==> config.mk <==
export PLATFORM = sky130hd
export DESIGN_NAME = reflet_periph
export DESIGN_NICKNAME = d
export VERILOG_FILES = /design/src/reflet_bus_pkg.sv /design/src/reflet_info_pkg.sv /design/src/reflet_periph_decoder.sv /design/src/reflet_hardware_info.sv /design/src/reflet_gpio.sv /design/src/reflet_timer.sv /design/src/reflet_periph_read_merge.sv /design/src/reflet_periph.sv
export SDC_FILE = /design/constraint.sdc
export NUM_CORES = 1
export LEC_CHECK = 0
export BUFFER_PORTS_ARGS = -buffer_cell sky130_fd_sc_hd__buf_2
export CAP_MARGIN = 30
export CORE_UTILIZATION = 58
export CTS_CLUSTER_SIZE = 25
export DETAILED_ROUTE_END_ITERATION = 8
export PLACE_DENSITY = 0.77
export SLEW_MARGIN = 10
export SYNTH_ARGS = -nofsm -noshare
export SYNTH_HDL_FRONTEND = slang
export SYNTH_SLANG_ARGS = --single-unit
==> constraint.sdc <==
create_clock -name clk -period 3.5 [get_ports clk]
set_input_delay 0.875 -clock clk [delete_from_list [all_inputs] [get_ports clk]]
set_output_delay 0.875 -clock clk [all_outputs]
set_load 0.005 [all_outputs]
==> src/reflet_bus_pkg.sv <==
//----------------------------------------------------------------------
// Bus word and address types shared by the peripheral block, with the
// address map and the register offsets of the GPIO and timer units.
// Modules import it inside their body and use scoped names in ports.
//----------------------------------------------------------------------
package reflet_bus_pkg;

    typedef logic [15:0] word_t;    // CPU data word
    typedef logic [15:0] addr_t;    // CPU bus address
    typedef logic [1:0]  offset_t;  // Register inside one unit

    // Every unit owns a window of four registers
    localparam addr_t periph_base  = 16'hFF00;  // Hardware info at base+0..3
    localparam addr_t gpio_base    = periph_base + 16'd4;
    localparam addr_t timer_base   = periph_base + 16'd8;  // Timer i at +4i
    localparam int    timer_stride = 4;
    localparam int    max_timers   = 4;

    // GPIO registers
    localparam offset_t gpio_out_off = 2'd0;
    localparam offset_t gpio_in_off  = 2'd1;  // Read only

    // Timer registers
    localparam offset_t timer_reload_off = 2'd0;  // Write only, reads 0
    localparam offset_t timer_ctrl_off   = 2'd1;
    localparam offset_t timer_count_off  = 2'd2;  // Read only
    localparam offset_t timer_status_off = 2'd3;  // Any write clears the flag

    localparam int timer_enable_bit = 0;  // In control
    localparam int timer_wrap_bit   = 0;  // In status

endpackage

==> src/reflet_info_pkg.sv <==
//----------------------------------------------------------------------
// Encodings of the hardware-information registers: the word-size code
// and the bit positions of the fields in the feature register.
//----------------------------------------------------------------------
package reflet_info_pkg;

    typedef logic [2:0] wordsize_code_t;

    localparam reflet_bus_pkg::offset_t info_clk_lsb_off = 2'd0;  // MHz bits 7:0
    localparam reflet_bus_pkg::offset_t info_clk_msb_off = 2'd1;  // MHz bits 15:8
    localparam reflet_bus_pkg::offset_t info_feature_off = 2'd2;

    localparam int info_word_lsb  = 0;
    localparam int info_word_msb  = 2;
    localparam int info_gpio_bit  = 3;
    localparam int info_timer_lsb = 4;
    localparam int info_timer_msb = 6;

    function automatic wordsize_code_t wordsize_code(input int wordsize);
        case (wordsize)
            8:       return 3'd1;
            16:      return 3'd2;
            32:      return 3'd3;
            64:      return 3'd4;
            128:     return 3'd5;
            default: return 3'd0;  // Unusual width
        endcase
    endfunction

endpackage

==> src/reflet_periph_decoder.sv <==
//----------------------------------------------------------------------
// Address decoder of the peripheral block. Raises the select of the
// unit whose four-register window holds the bus address and passes the
// low address bits on as the register offset.
//----------------------------------------------------------------------
`timescale 1ns/10ps

module reflet_periph_decoder #(
    parameter int timer_count = 2
) (
    input  reflet_bus_pkg::addr_t   addr,
    output logic                    info_sel,
    output logic                    gpio_sel,
    output logic [timer_count-1:0]  timer_sel,
    output reflet_bus_pkg::offset_t offset
);
    import reflet_bus_pkg::*;

    localparam int map_end = int'(timer_base) + timer_stride * timer_count;  // First unmapped

    addr_t window;  // Address with the offset bits cleared

    assign window = {addr[15:2], 2'b00};
    assign offset = addr[1:0];

    assign info_sel = (window == periph_base);
    assign gpio_sel = (window == gpio_base);

    always_comb begin
        for (int i = 0; i < timer_count; i++) begin
            timer_sel[i] = (window == addr_t'(timer_base + timer_stride * i));
        end
    end

    // At most one unit answers, and one does for every address in the map
    always_comb begin
        assert ($onehot0({info_sel, gpio_sel, timer_sel}) &&
                ((addr >= periph_base && addr < map_end) ==
                 (|{info_sel, gpio_sel, timer_sel})))
            else $error("decoder selects %b wrong for address %h",
                        {info_sel, gpio_sel, timer_sel}, addr);
    end

endmodule

==> src/reflet_hardware_info.sv <==
//----------------------------------------------------------------------
// Read-only registers that tell software how the block was built:
// clock frequency in MHz, word-size code, GPIO presence and the number
// of timers. Takes the same parameters as the peripheral top level.
//----------------------------------------------------------------------
`timescale 1ns/10ps

module reflet_hardware_info #(
    parameter int clk_freq    = 50_000_000,
    parameter int timer_count = 2,
    parameter int enable_gpio = 1
) (
    input  logic                    info_sel,
    input  reflet_bus_pkg::offset_t offset,
    output reflet_bus_pkg::word_t   read_data
);
    import reflet_bus_pkg::*;
    import reflet_info_pkg::*;

    localparam int             clk_mhz   = clk_freq / 1_000_000;
    localparam wordsize_code_t word_code = wordsize_code($bits(word_t));

    logic [7:0] clk_lsb;
    logic [7:0] clk_msb;
    logic [7:0] features;  // Word size, GPIO flag, timer count

    assign clk_lsb = 8'(clk_mhz);
    assign clk_msb = 8'(clk_mhz >> 8);

    always_comb begin
        features = '0;
        features[info_word_msb:info_word_lsb]   = word_code;
        features[info_gpio_bit]                 = (enable_gpio != 0);
        features[info_timer_msb:info_timer_lsb] = 3'(timer_count);
    end

    always_comb begin
        read_data = '0;
        if (info_sel) begin
            case (offset)
                info_clk_lsb_off: read_data[7:0] = clk_lsb;
                info_clk_msb_off: read_data[7:0] = clk_msb;
                info_feature_off: read_data[7:0] = features;
                default:          read_data = '0;  // Offset 3 reserved
            endcase
        end
    end

endmodule

==> src/reflet_gpio.sv <==
//----------------------------------------------------------------------
// GPIO unit. Offset 0 is the output register, offset 1 shows gpio_in
// after a two-flop synchronizer. Built out, it reads zero and ignores
// writes.
//----------------------------------------------------------------------
`timescale 1ns/10ps

module reflet_gpio #(
    parameter int enable_gpio = 1
) (
    input  logic                    clk,
    input  logic                    rst,
    input  logic                    gpio_sel,
    input  reflet_bus_pkg::offset_t offset,
    input  logic                    write_en,
    input  reflet_bus_pkg::word_t   data_in,
    input  reflet_bus_pkg::word_t   gpio_in,
    output reflet_bus_pkg::word_t   read_data,
    output reflet_bus_pkg::word_t   gpio_out
);
    import reflet_bus_pkg::*;

    localparam bit present = (enable_gpio != 0);

    word_t out_reg;
    word_t sync_meta;  // First stage, may be metastable
    word_t sync_in;    // Safe for the bus

    assign gpio_out = out_reg;

    always_ff @(posedge clk) begin
        if (rst) begin
            out_reg   <= '0;
            sync_meta <= '0;
            sync_in   <= '0;
        end else begin
            if (present && gpio_sel && write_en && offset == gpio_out_off) begin
                out_reg <= data_in;
            end
            sync_meta <= present ? gpio_in : '0;
            sync_in   <= sync_meta;
        end
    end

    always_comb begin
        read_data = '0;
        if (present && gpio_sel) begin
            case (offset)
                gpio_out_off: read_data = out_reg;
                gpio_in_off:  read_data = sync_in;
                default:      read_data = '0;
            endcase
        end
    end

endmodule

==> src/reflet_timer.sv <==
//----------------------------------------------------------------------
// One reloadable down-counter. Software writes reload, sets the enable
// bit in control, and polls count or the wrap flag in status. On zero
// the count reloads and the flag is set until software writes status.
//----------------------------------------------------------------------
`timescale 1ns/10ps

module reflet_timer (
    input  logic                    clk,
    input  logic                    rst,
    input  logic                    timer_sel,
    input  reflet_bus_pkg::offset_t offset,
    input  logic                    write_en,
    input  reflet_bus_pkg::word_t   data_in,
    output reflet_bus_pkg::word_t   read_data
);
    import reflet_bus_pkg::*;

    word_t reload;
    word_t count;
    logic  enable;
    logic  wrap;
    logic  wr_reload;
    logic  wr_ctrl;
    logic  wr_status;

    assign wr_reload = timer_sel && write_en && offset == timer_reload_off;
    assign wr_ctrl   = timer_sel && write_en && offset == timer_ctrl_off;
    assign wr_status = timer_sel && write_en && offset == timer_status_off;

    always_ff @(posedge clk) begin
        if (rst) begin
            reload <= '0;
            count  <= '0;
            enable <= 1'b0;
            wrap   <= 1'b0;
        end else begin
            if (wr_ctrl) begin
                enable <= data_in[timer_enable_bit];
            end
            if (wr_status) begin
                wrap <= 1'b0;
            end
            if (wr_reload) begin
                reload <= data_in;
                count  <= data_in;  // Restart from the new value
            end else if (enable) begin
                if (count == '0) begin
                    count <= reload;
                    wrap  <= 1'b1;  // Beats a clear in the same cycle
                end else begin
                    count <= count - 1'b1;
                end
            end
        end
    end

    always_comb begin
        read_data = '0;
        if (timer_sel) begin
            case (offset)
                timer_ctrl_off:   read_data[timer_enable_bit] = enable;
                timer_count_off:  read_data = count;
                timer_status_off: read_data[timer_wrap_bit] = wrap;
                default:          read_data = '0;  // Reload is write only
            endcase
        end
    end

    // Count is only ever loaded from reload, so it cannot climb above it
    assert property (@(posedge clk) disable iff (rst) enable |-> count <= reload)
        else $error("timer count %0d above reload %0d", count, reload);

endmodule

==> src/reflet_periph_read_merge.sv <==
//----------------------------------------------------------------------
// Read merge. ORs the read data of all units and registers it on
// data_out in the cycle of read_en, where it stays until the next read.
//----------------------------------------------------------------------
`timescale 1ns/10ps

module reflet_periph_read_merge #(
    parameter int timer_count = 2
) (
    input  logic                  clk,
    input  logic                  rst,
    input  logic                  read_en,
    input  reflet_bus_pkg::word_t info_data,
    input  reflet_bus_pkg::word_t gpio_data,
    input  reflet_bus_pkg::word_t timer_data [timer_count],
    output reflet_bus_pkg::word_t data_out
);
    import reflet_bus_pkg::*;

    word_t                  merged;
    logic [timer_count+1:0] busy;  // Units driving non-zero data

    always_comb begin
        merged  = info_data | gpio_data;
        busy[0] = |info_data;
        busy[1] = |gpio_data;
        for (int i = 0; i < timer_count; i++) begin
            merged      = merged | timer_data[i];
            busy[i + 2] = |timer_data[i];
        end
    end

    always_ff @(posedge clk) begin
        if (rst) begin
            data_out <= '0;
        end else if (read_en) begin
            data_out <= merged;
        end
    end

    // Units gate their data with their select, so only one may answer
    assert property (@(posedge clk) disable iff (rst) read_en |-> $onehot0(busy))
        else $error("several units drove read data at once: %b", busy);

endmodule

==> src/reflet_periph.sv <==
//----------------------------------------------------------------------
// Peripheral block top level for the soft CPU bus. Set clk_freq,
// timer_count and enable_gpio here; they reach every unit from here.
// Writes land on the write_en edge, reads answer one cycle after read_en.
//----------------------------------------------------------------------
`timescale 1ns/10ps

module reflet_periph #(
    parameter int clk_freq    = 50_000_000,
    parameter int timer_count = 2,
    parameter int enable_gpio = 1
) (
    input  logic                  clk,
    input  logic                  rst,
    input  reflet_bus_pkg::addr_t addr,
    input  reflet_bus_pkg::word_t data_in,
    input  logic                  write_en,
    input  logic                  read_en,
    input  reflet_bus_pkg::word_t gpio_in,
    output reflet_bus_pkg::word_t data_out,
    output reflet_bus_pkg::word_t gpio_out
);
    import reflet_bus_pkg::*;

    // Keep the timers inside their part of the address map
    localparam int timers = (timer_count < 1) ? 1 :
                            (timer_count > max_timers) ? max_timers : timer_count;

    logic              info_sel;
    logic              gpio_sel;
    logic [timers-1:0] timer_sel;
    offset_t           offset;
    word_t             info_data;
    word_t             gpio_data;
    word_t             timer_data [timers];

    reflet_periph_decoder #(.timer_count(timers)) u_decoder (
        .addr      (addr),
        .info_sel  (info_sel),
        .gpio_sel  (gpio_sel),
        .timer_sel (timer_sel),
        .offset    (offset)
    );

    reflet_hardware_info #(
        .clk_freq    (clk_freq),
        .timer_count (timers),
        .enable_gpio (enable_gpio)
    ) u_info (
        .info_sel  (info_sel),
        .offset    (offset),
        .read_data (info_data)
    );

    reflet_gpio #(.enable_gpio(enable_gpio)) u_gpio (
        .clk       (clk),
        .rst       (rst),
        .gpio_sel  (gpio_sel),
        .offset    (offset),
        .write_en  (write_en),
        .data_in   (data_in),
        .gpio_in   (gpio_in),
        .read_data (gpio_data),
        .gpio_out  (gpio_out)
    );

    for (genvar i = 0; i < timers; i++) begin : g_timer
        reflet_timer u_timer (
            .clk       (clk),
            .rst       (rst),
            .timer_sel (timer_sel[i]),
            .offset    (offset),
            .write_en  (write_en),
            .data_in   (data_in),
            .read_data (timer_data[i])
        );
    end

    reflet_periph_read_merge #(.timer_count(timers)) u_merge (
        .clk        (clk),
        .rst        (rst),
        .read_en    (read_en),
        .info_data  (info_data),
        .gpio_data  (gpio_data),
        .timer_data (timer_data),
        .data_out   (data_out)
    );

endmodule

* Word level (Yosys, flattened, before mapping)
Index checks and enable logic that the tools add are counted.
** Storage, ports and cells
- Bits in registers :: 132
- Input port bits :: 52
- Output and inout bits :: 32
- Word-level logic and storage cells :: 63
** Operators by class
- $add $sub $neg :: 2
- Equality and inequality tests :: 7
- Muxes and demuxes :: 24
- Bitwise gates (word level) :: 3
- Reduce and logical (&&, ||, !) cells :: 15
** Operators by type and width (count)
- 16-bit 2-to-1 mux :: 9
- 14-bit equality test (second input constant) :: 4
- 16-bit zero test :: 2
- 16-bit bitwise OR :: 2
- 16-bit one-hot mux with 2 select lines :: 1
- 16-bit by 1-bit subtractor with 16-bit output (second input constant) :: 2
- 15-bit 2-to-1 mux :: 2
- 8-bit by 16-bit bitwise OR with 16-bit output :: 1
- 6-bit one-hot mux with 2 select lines :: 1
- 1-bit logical AND :: 10
- 1-bit 2-to-1 mux :: 8
- 8-bit 2-to-1 mux :: 1
- 1-bit one-hot mux with 3 select lines :: 2
- 2-bit equality test (second input constant) :: 2
- 2-bit nonzero test :: 2
- 2-bit by 1-bit equality test with 1-bit output (second input constant) :: 1
- 2-bit zero test :: 1

* Depth between registers and ports, before layout
- Depth after elaboration :: 7
- Depth in mapped cells :: 9
- Mapped depth without buffers :: 7

* Hierarchy
From an unflattened synthesis, not the netlist that was laid out.
** Second synthesis, totals
- Cells, all modules :: 818
- Area, all modules :: 6787.8 um^2
** Modules (own cells, without submodules)
- reflet_timer :: instances 2, cells each 272, area an instance 2010.7 um^2, sequential area each 680.7 um^2
- reflet_gpio :: instances 1, cells each 175, area an instance 1855.5 um^2, sequential area each 960.9 um^2
- reflet_periph_read_merge :: instances 1, cells each 69, area an instance 680.7 um^2, sequential area each 320.3 um^2
- reflet_hardware_info :: instances 1, cells each 17, area an instance 128.9 um^2, sequential area each 0.0 um^2
- reflet_periph_decoder :: instances 1, cells each 13, area an instance 101.3 um^2, sequential area each 0.0 um^2

* Worst setup path before layout
No wires, ideal clock.
- Path kind :: input -> register
- From :: in addr[5]
- To :: reg g_timer[0].u_timer.count[9]
- Setup time :: 0.132 ns
- Data arrival time :: 2.845 ns
- Required time :: 3.368 ns
- Path slack :: 0.523 ns
- Stages :: 8
- Buffers on the path :: 3
- Path through :: or4_4 > or3_1 > buf_6 > or4_4 > buf_6 > buf_2 > nor2_1 > nor3_1
** On the way
- Word-level cells in the longest chain between the ends :: 4
- Elaborated cells on any way between the ends :: 5
- Classes of those cells :: eq/ne (1); mux (1); reduce/logical (3)
** RTL lines
- start, declared :: line reflet_periph.sv:15 : input reflet_bus_pkg::addr_t addr,
- 14-bit equality test * :: line reflet_periph_decoder.sv:31 : timer_sel[i] = (window == addr_t'(timer_base + timer_stride * i));
- 1-bit logical AND * (2 in a row) :: line reflet_timer.sv:27 : assign wr_reload = timer_sel && write_en && offset == timer_reload_off;
- 16-bit 2-to-1 mux or 2-bit nonzero test (tied branches)
- end signal, assigned :: line reflet_timer.sv:46 : count <= data_in;
- end signal, assigned :: line reflet_timer.sv:49 : count <= reload;
- end signal, assigned :: line reflet_timer.sv:52 : count <= count - 1'b1;
- end, declared :: line reflet_timer.sv:20 : word_t count;
Mark *: on every way between the ends. The rest lies on a longest branch, timed or not.
A chain may end at the register's enable or synchronous reset.

* Worst setup path after layout
- From :: reg g_timer[1].u_timer.count[0]
- To :: reg g_timer[1].u_timer.count[2]
** On the way
- Word-level cells in the longest chain between the ends :: 4
- Elaborated cells on any way between the ends :: 5
- Classes of those cells :: add/sub (1); mux (3); reduce/logical (1)
** RTL lines
- start, declared :: line reflet_timer.sv:20
- start signal, assigned :: line reflet_timer.sv:46
- start signal, assigned :: line reflet_timer.sv:49
- start signal, assigned :: line reflet_timer.sv:52
- 16-bit by 1-bit subtractor with 16-bit output or 16-bit zero test (tied branches) :: line reflet_timer.sv:52, reflet_timer.sv:48
- 16-bit 2-to-1 mux * :: line reflet_timer.sv:48 : if (count == '0) begin
- 16-bit 2-to-1 mux * :: line reflet_timer.sv:47 : end else if (enable) begin
- 16-bit 2-to-1 mux * :: line reflet_timer.sv:44 : if (wr_reload) begin
Mark *: on every way between the ends. The rest lies on a longest branch, timed or not. The select of a mux whose other input is x is not followed.

==> results.py <==
metrics = {
    "outcome": {
        "run_status": "finished clean",
    },
    "timing": {
        "tightest_slew_ns": 0.897,
        "post-route-period-util_pct": 82.8,
        "fmax_mhz": 345,
        "slew_headroom_pct": 39.6,
        "fin_tns_setup_ns": 0,
        "drv_slew": 0,
        "fin_crit_ns": 2.90,
        "rsz0062_at_grt": "no",
        "hold_viol_final": 0,
        "finClkSkew_ns": 0.00818,
        "setup_viol_count_final": 0,
    },
    "grt": {
        "grt_overflow": 0,
        "antenna_found_initial": 0,
        "grt_pass1_wl_um": 29300,
        "grt_pass1_vias": 5568,
        "grt_max_degree": 63,
        "grt_use_total_pct": 33.9,
    },
    "drt": {
        "drt_iter0_markers": 565,
        "wl_per_cell_um": 18.9,
        "vias_per_cell": 6.13,
        "drc_errors": 0,
        "drt-total-wl_um": 19000,
        "ant_nets": 0,
        "vias": 6159,
        "drt_first_pass_iters": 6,
    },
    "yosys": {
        "synth_ff_type": "dfxtp_1",
        "synth_area_um2": 6440,
        "yosys.area.top_type_share_pct": 41.0,
        "ys_ff_latch": 132,
        "synth_top_area_cell": "dfxtp_1",
        "syn_nets": 851,
        "syn_inst": 795,
        "yosysSeqAreaShare_pct": 41.0,
        "synth.area.top_cells": "dfxtp_1 41%, a21oi_1 7.1%, nand2_1 6.2%",
        "yosys_warnings": 0,
        "syn_area_per_cell_um2": 8.11,
        "async_reset_ff_share_pct": 0,
        "synth.distinct_cells": 59,
        "synth_edf_count": 0,
    },
    "setup_path": {
        "r2r_end": "g_timer[1].u_timer.count[2]",
        "setup.worst_path.class": "reg2reg",
        "worst_path_dominant_cell_family": "simple AND/OR/NAND/NOR gates",
        "worstReg2RegStart": "g_timer[1].u_timer.count[0]",
        "r2r_setup_slack_ns": 0.60,
        "worstPathMaxFanout": 11,
        "critical_path.max_stage_delay_ns": 0.76,
        "end_kind": "register",
        "cp.required_ns": 3.89,
        "cp-start-kind": "register",
        "worstPathArrival_ns": 3.29,
        "cpMaxStageDelayCell": "or4_1",
        "cp_cell_sequence": "inv_1 > ha_1 > or4b_2 > or4_1 > mux2_2 > a22oi_1 > a211oi_2",
        "ff2ff_path_depth": 7,
        "cp_num_buf_inv": 1,
    },
    "die": {
        "io_pins": 84,
        "core-area_um2": 10800,
        "die_x_um": 107,
        "die-area_um2": 11500,
        "num_rows": 38,
        "die_h_um": 107,
        "start_util_pct": 59.4,
    },
    "clock_network": {
        "clk_latency_ns": 0.53,
        "cts_sinks": 132,
        "cts_tree": "done",
        "h-tree-depth": 4,
        "postCtsSetupBuffers": 0,
        "ctsLongestPathBuffers": 2,
        "postCtsHoldBufs": 0,
        "cts_resized": 0,
        "clk_pin_slew_worst_paths_ns": 0.07,
        "cts-buffers-inserted": 17,
        "clock-root-buffer": "clkbuf_8",
    },
    "layout": {
        "nets": 907,
        "regArea_um2": 2640,
        "area_growth_pct": 17.4,
        "num_antenna_cells": 0,
        "fillers": 871,
        "final_cells": 1004,
        "layout-drive-gt1-share_pct": 18.5,
        "multi_input_area_um2": 3490,
        "postLayoutCoreUtil_pct": 69.8,
        "fin_area_um2": 7570,
    },
    "place": {
        "place_area_um2": 6900,
        "placement.io_buffers": 83,
        "place.gp.congestion": 0.933,
        "dp.cells": 971,
        "post-dp-hpwl_um": 13400,
    },
    "min_path": {
        "hp-start": "u_gpio.sync_meta[1]",
        "min_to": "u_gpio.sync_in[1]",
        "hp-class": "reg2reg",
        "min_path_cells": 1,
    },
    "power_and_ir_drop": {
        "powerDensity_nw_per_um2": 487,
        "p_total_mw": 3.68,
        "p_leak_nw": 2.92,
        "max-vdd-ir-drop_uv": 488,
    },
    "flow_run": {
        "maxCapViolCount": 0,
    },
}
logic make-up (layout without fill, tap and decap cells):
logic type      Yosys count  count (layout)  share of synthesized area, %
mux                      35              35                          5.51
xor+xnor                  1               1                         0.136
flops                   132             132                          41.0
simple gates            358             358                          28.6
fa+ha+maj                 4               4                         0.777
compound gates          192             192                          19.0
buf+inv                  73             142                          4.95
per-stage QoR:
step | worst slack, ns | hold slack (ns)
after global placement | 0.297 | 0.419
final | 0.603 | 0.436
after CTS | 0.616 | 0.440
after global routing | 0.507 | 0.460
after detailed placement | 0.247 | 0.425
after floorplan | 0.523 | 0.414
per-layer routing:
metal / up-vias / share of wire (%) / GRT usage, % / routed length, um
met5: - / 0 / 0 / 0
li1: 2957 / - / - / -
met3: 45 / 9.0 / 7.26 / 1710
met4: 0 / 3.4 / 15.0 / 644
met2: 313 / 47 / 54.4 / 8820
met1: 2844 / 41 / 43.9 / 7790
area by class of cell:
cell class,instances,share of cell area (%)
Sequential cell,132,34.9
Multi-Input combinational cell,590,46.1
Clock inverter,13,2.89
Tap cell,140,2.32
Inverter,9,0.447
Timing Repair Buffer,101,7.47
Clock buffer,19,5.84
cell usage after synthesis, types with 3 or more instances:
cell / number
a211oi_1: 7
a211oi_2: 5
a21oi_1: 91
a22o_1: 14
a31oi_1: 9
and2_1: 3
buf_1: 3
buf_2: 6
buf_6: 5
clkbuf_1: 50
dfxtp_1: 132
ha_1: 4
inv_1: 9
mux2_2: 4
mux2i_1: 31
nand2_1: 107
nand2b_1: 5
nand3_1: 32
nand3b_1: 3
nand4_1: 15
nor2_1: 62
nor2b_1: 44
nor3_1: 30
nor4_1: 13
nor4_4: 3
nor4b_1: 3
o211ai_1: 5
o21a_1: 11
o21ai_0: 17
o21bai_1: 4
o31ai_1: 7
or2_2: 7
or3_1: 10
or4_1: 7
or4_4: 3
registers in the layout, summed over array words and instances, names as in the netlist:
signal	cells
g_timer.u_timer.wrap	2
u_gpio.sync_in	16
u_merge.data_out	16
u_gpio.gpio_out	16
g_timer.u_timer.reload	32
u_gpio.sync_meta	16
g_timer.u_timer.count	32
g_timer.u_timer.enable	2
how the worst max path moves through the flow:
| stage | cells after the start | end | startpoint | slack, ns |
|---|---|---|---|---|
| after global placement | 6 | g_timer[0].u_timer.wrap | addr[5] | 0.30 |
| final | 7 | g_timer[1].u_timer.count[2] | g_timer[1].u_timer.count[0] | 0.60 |
| after global routing | 7 | g_timer[1].u_timer.count[2] | g_timer[1].u_timer.count[0] | 0.51 |
| after floorplan | 8 | g_timer[0].u_timer.count[9] | addr[5] | 0.52 |
| after CTS | 7 | g_timer[1].u_timer.count[2] | g_timer[1].u_timer.count[0] | 0.62 |
| after detailed placement | 6 | g_timer[0].u_timer.wrap | addr[5] | 0.25 |
where the power goes:
part | internal [mW] | switching, mW
logic | 0.0620 | 0.106
clock network | 1.28 | 0.699
registers | 1.53 | 0.00867
total | 2.87 | 0.814
cell usage in the layout (no fill, tap or decap), types with 4 or more instances in the layout:
cell type  count
clkbuf_16     16
buf_2         82
o21ai_0       17
a22o_1        14
dfxtp_1      132
mux2i_1       31
or4_1          7
o211ai_1       5
inv_1          9
buf_4         18
a31oi_1        9
a211oi_1       7
nand4_1       15
o21bai_1       4
nor2_1        62
nor4_1        12
o31ai_1        7
bufinv_16      5
a21oi_1       91
or2_2          7
nor3_1        30
nand2b_1       5
ha_1           4
nor2b_1       44
o21a_1        11
mux2_2         4
nand2_1      107
nand3_1       32
a211oi_2       5
or3_1         10
Note: power is estimated with default switching activity, not from simulation.
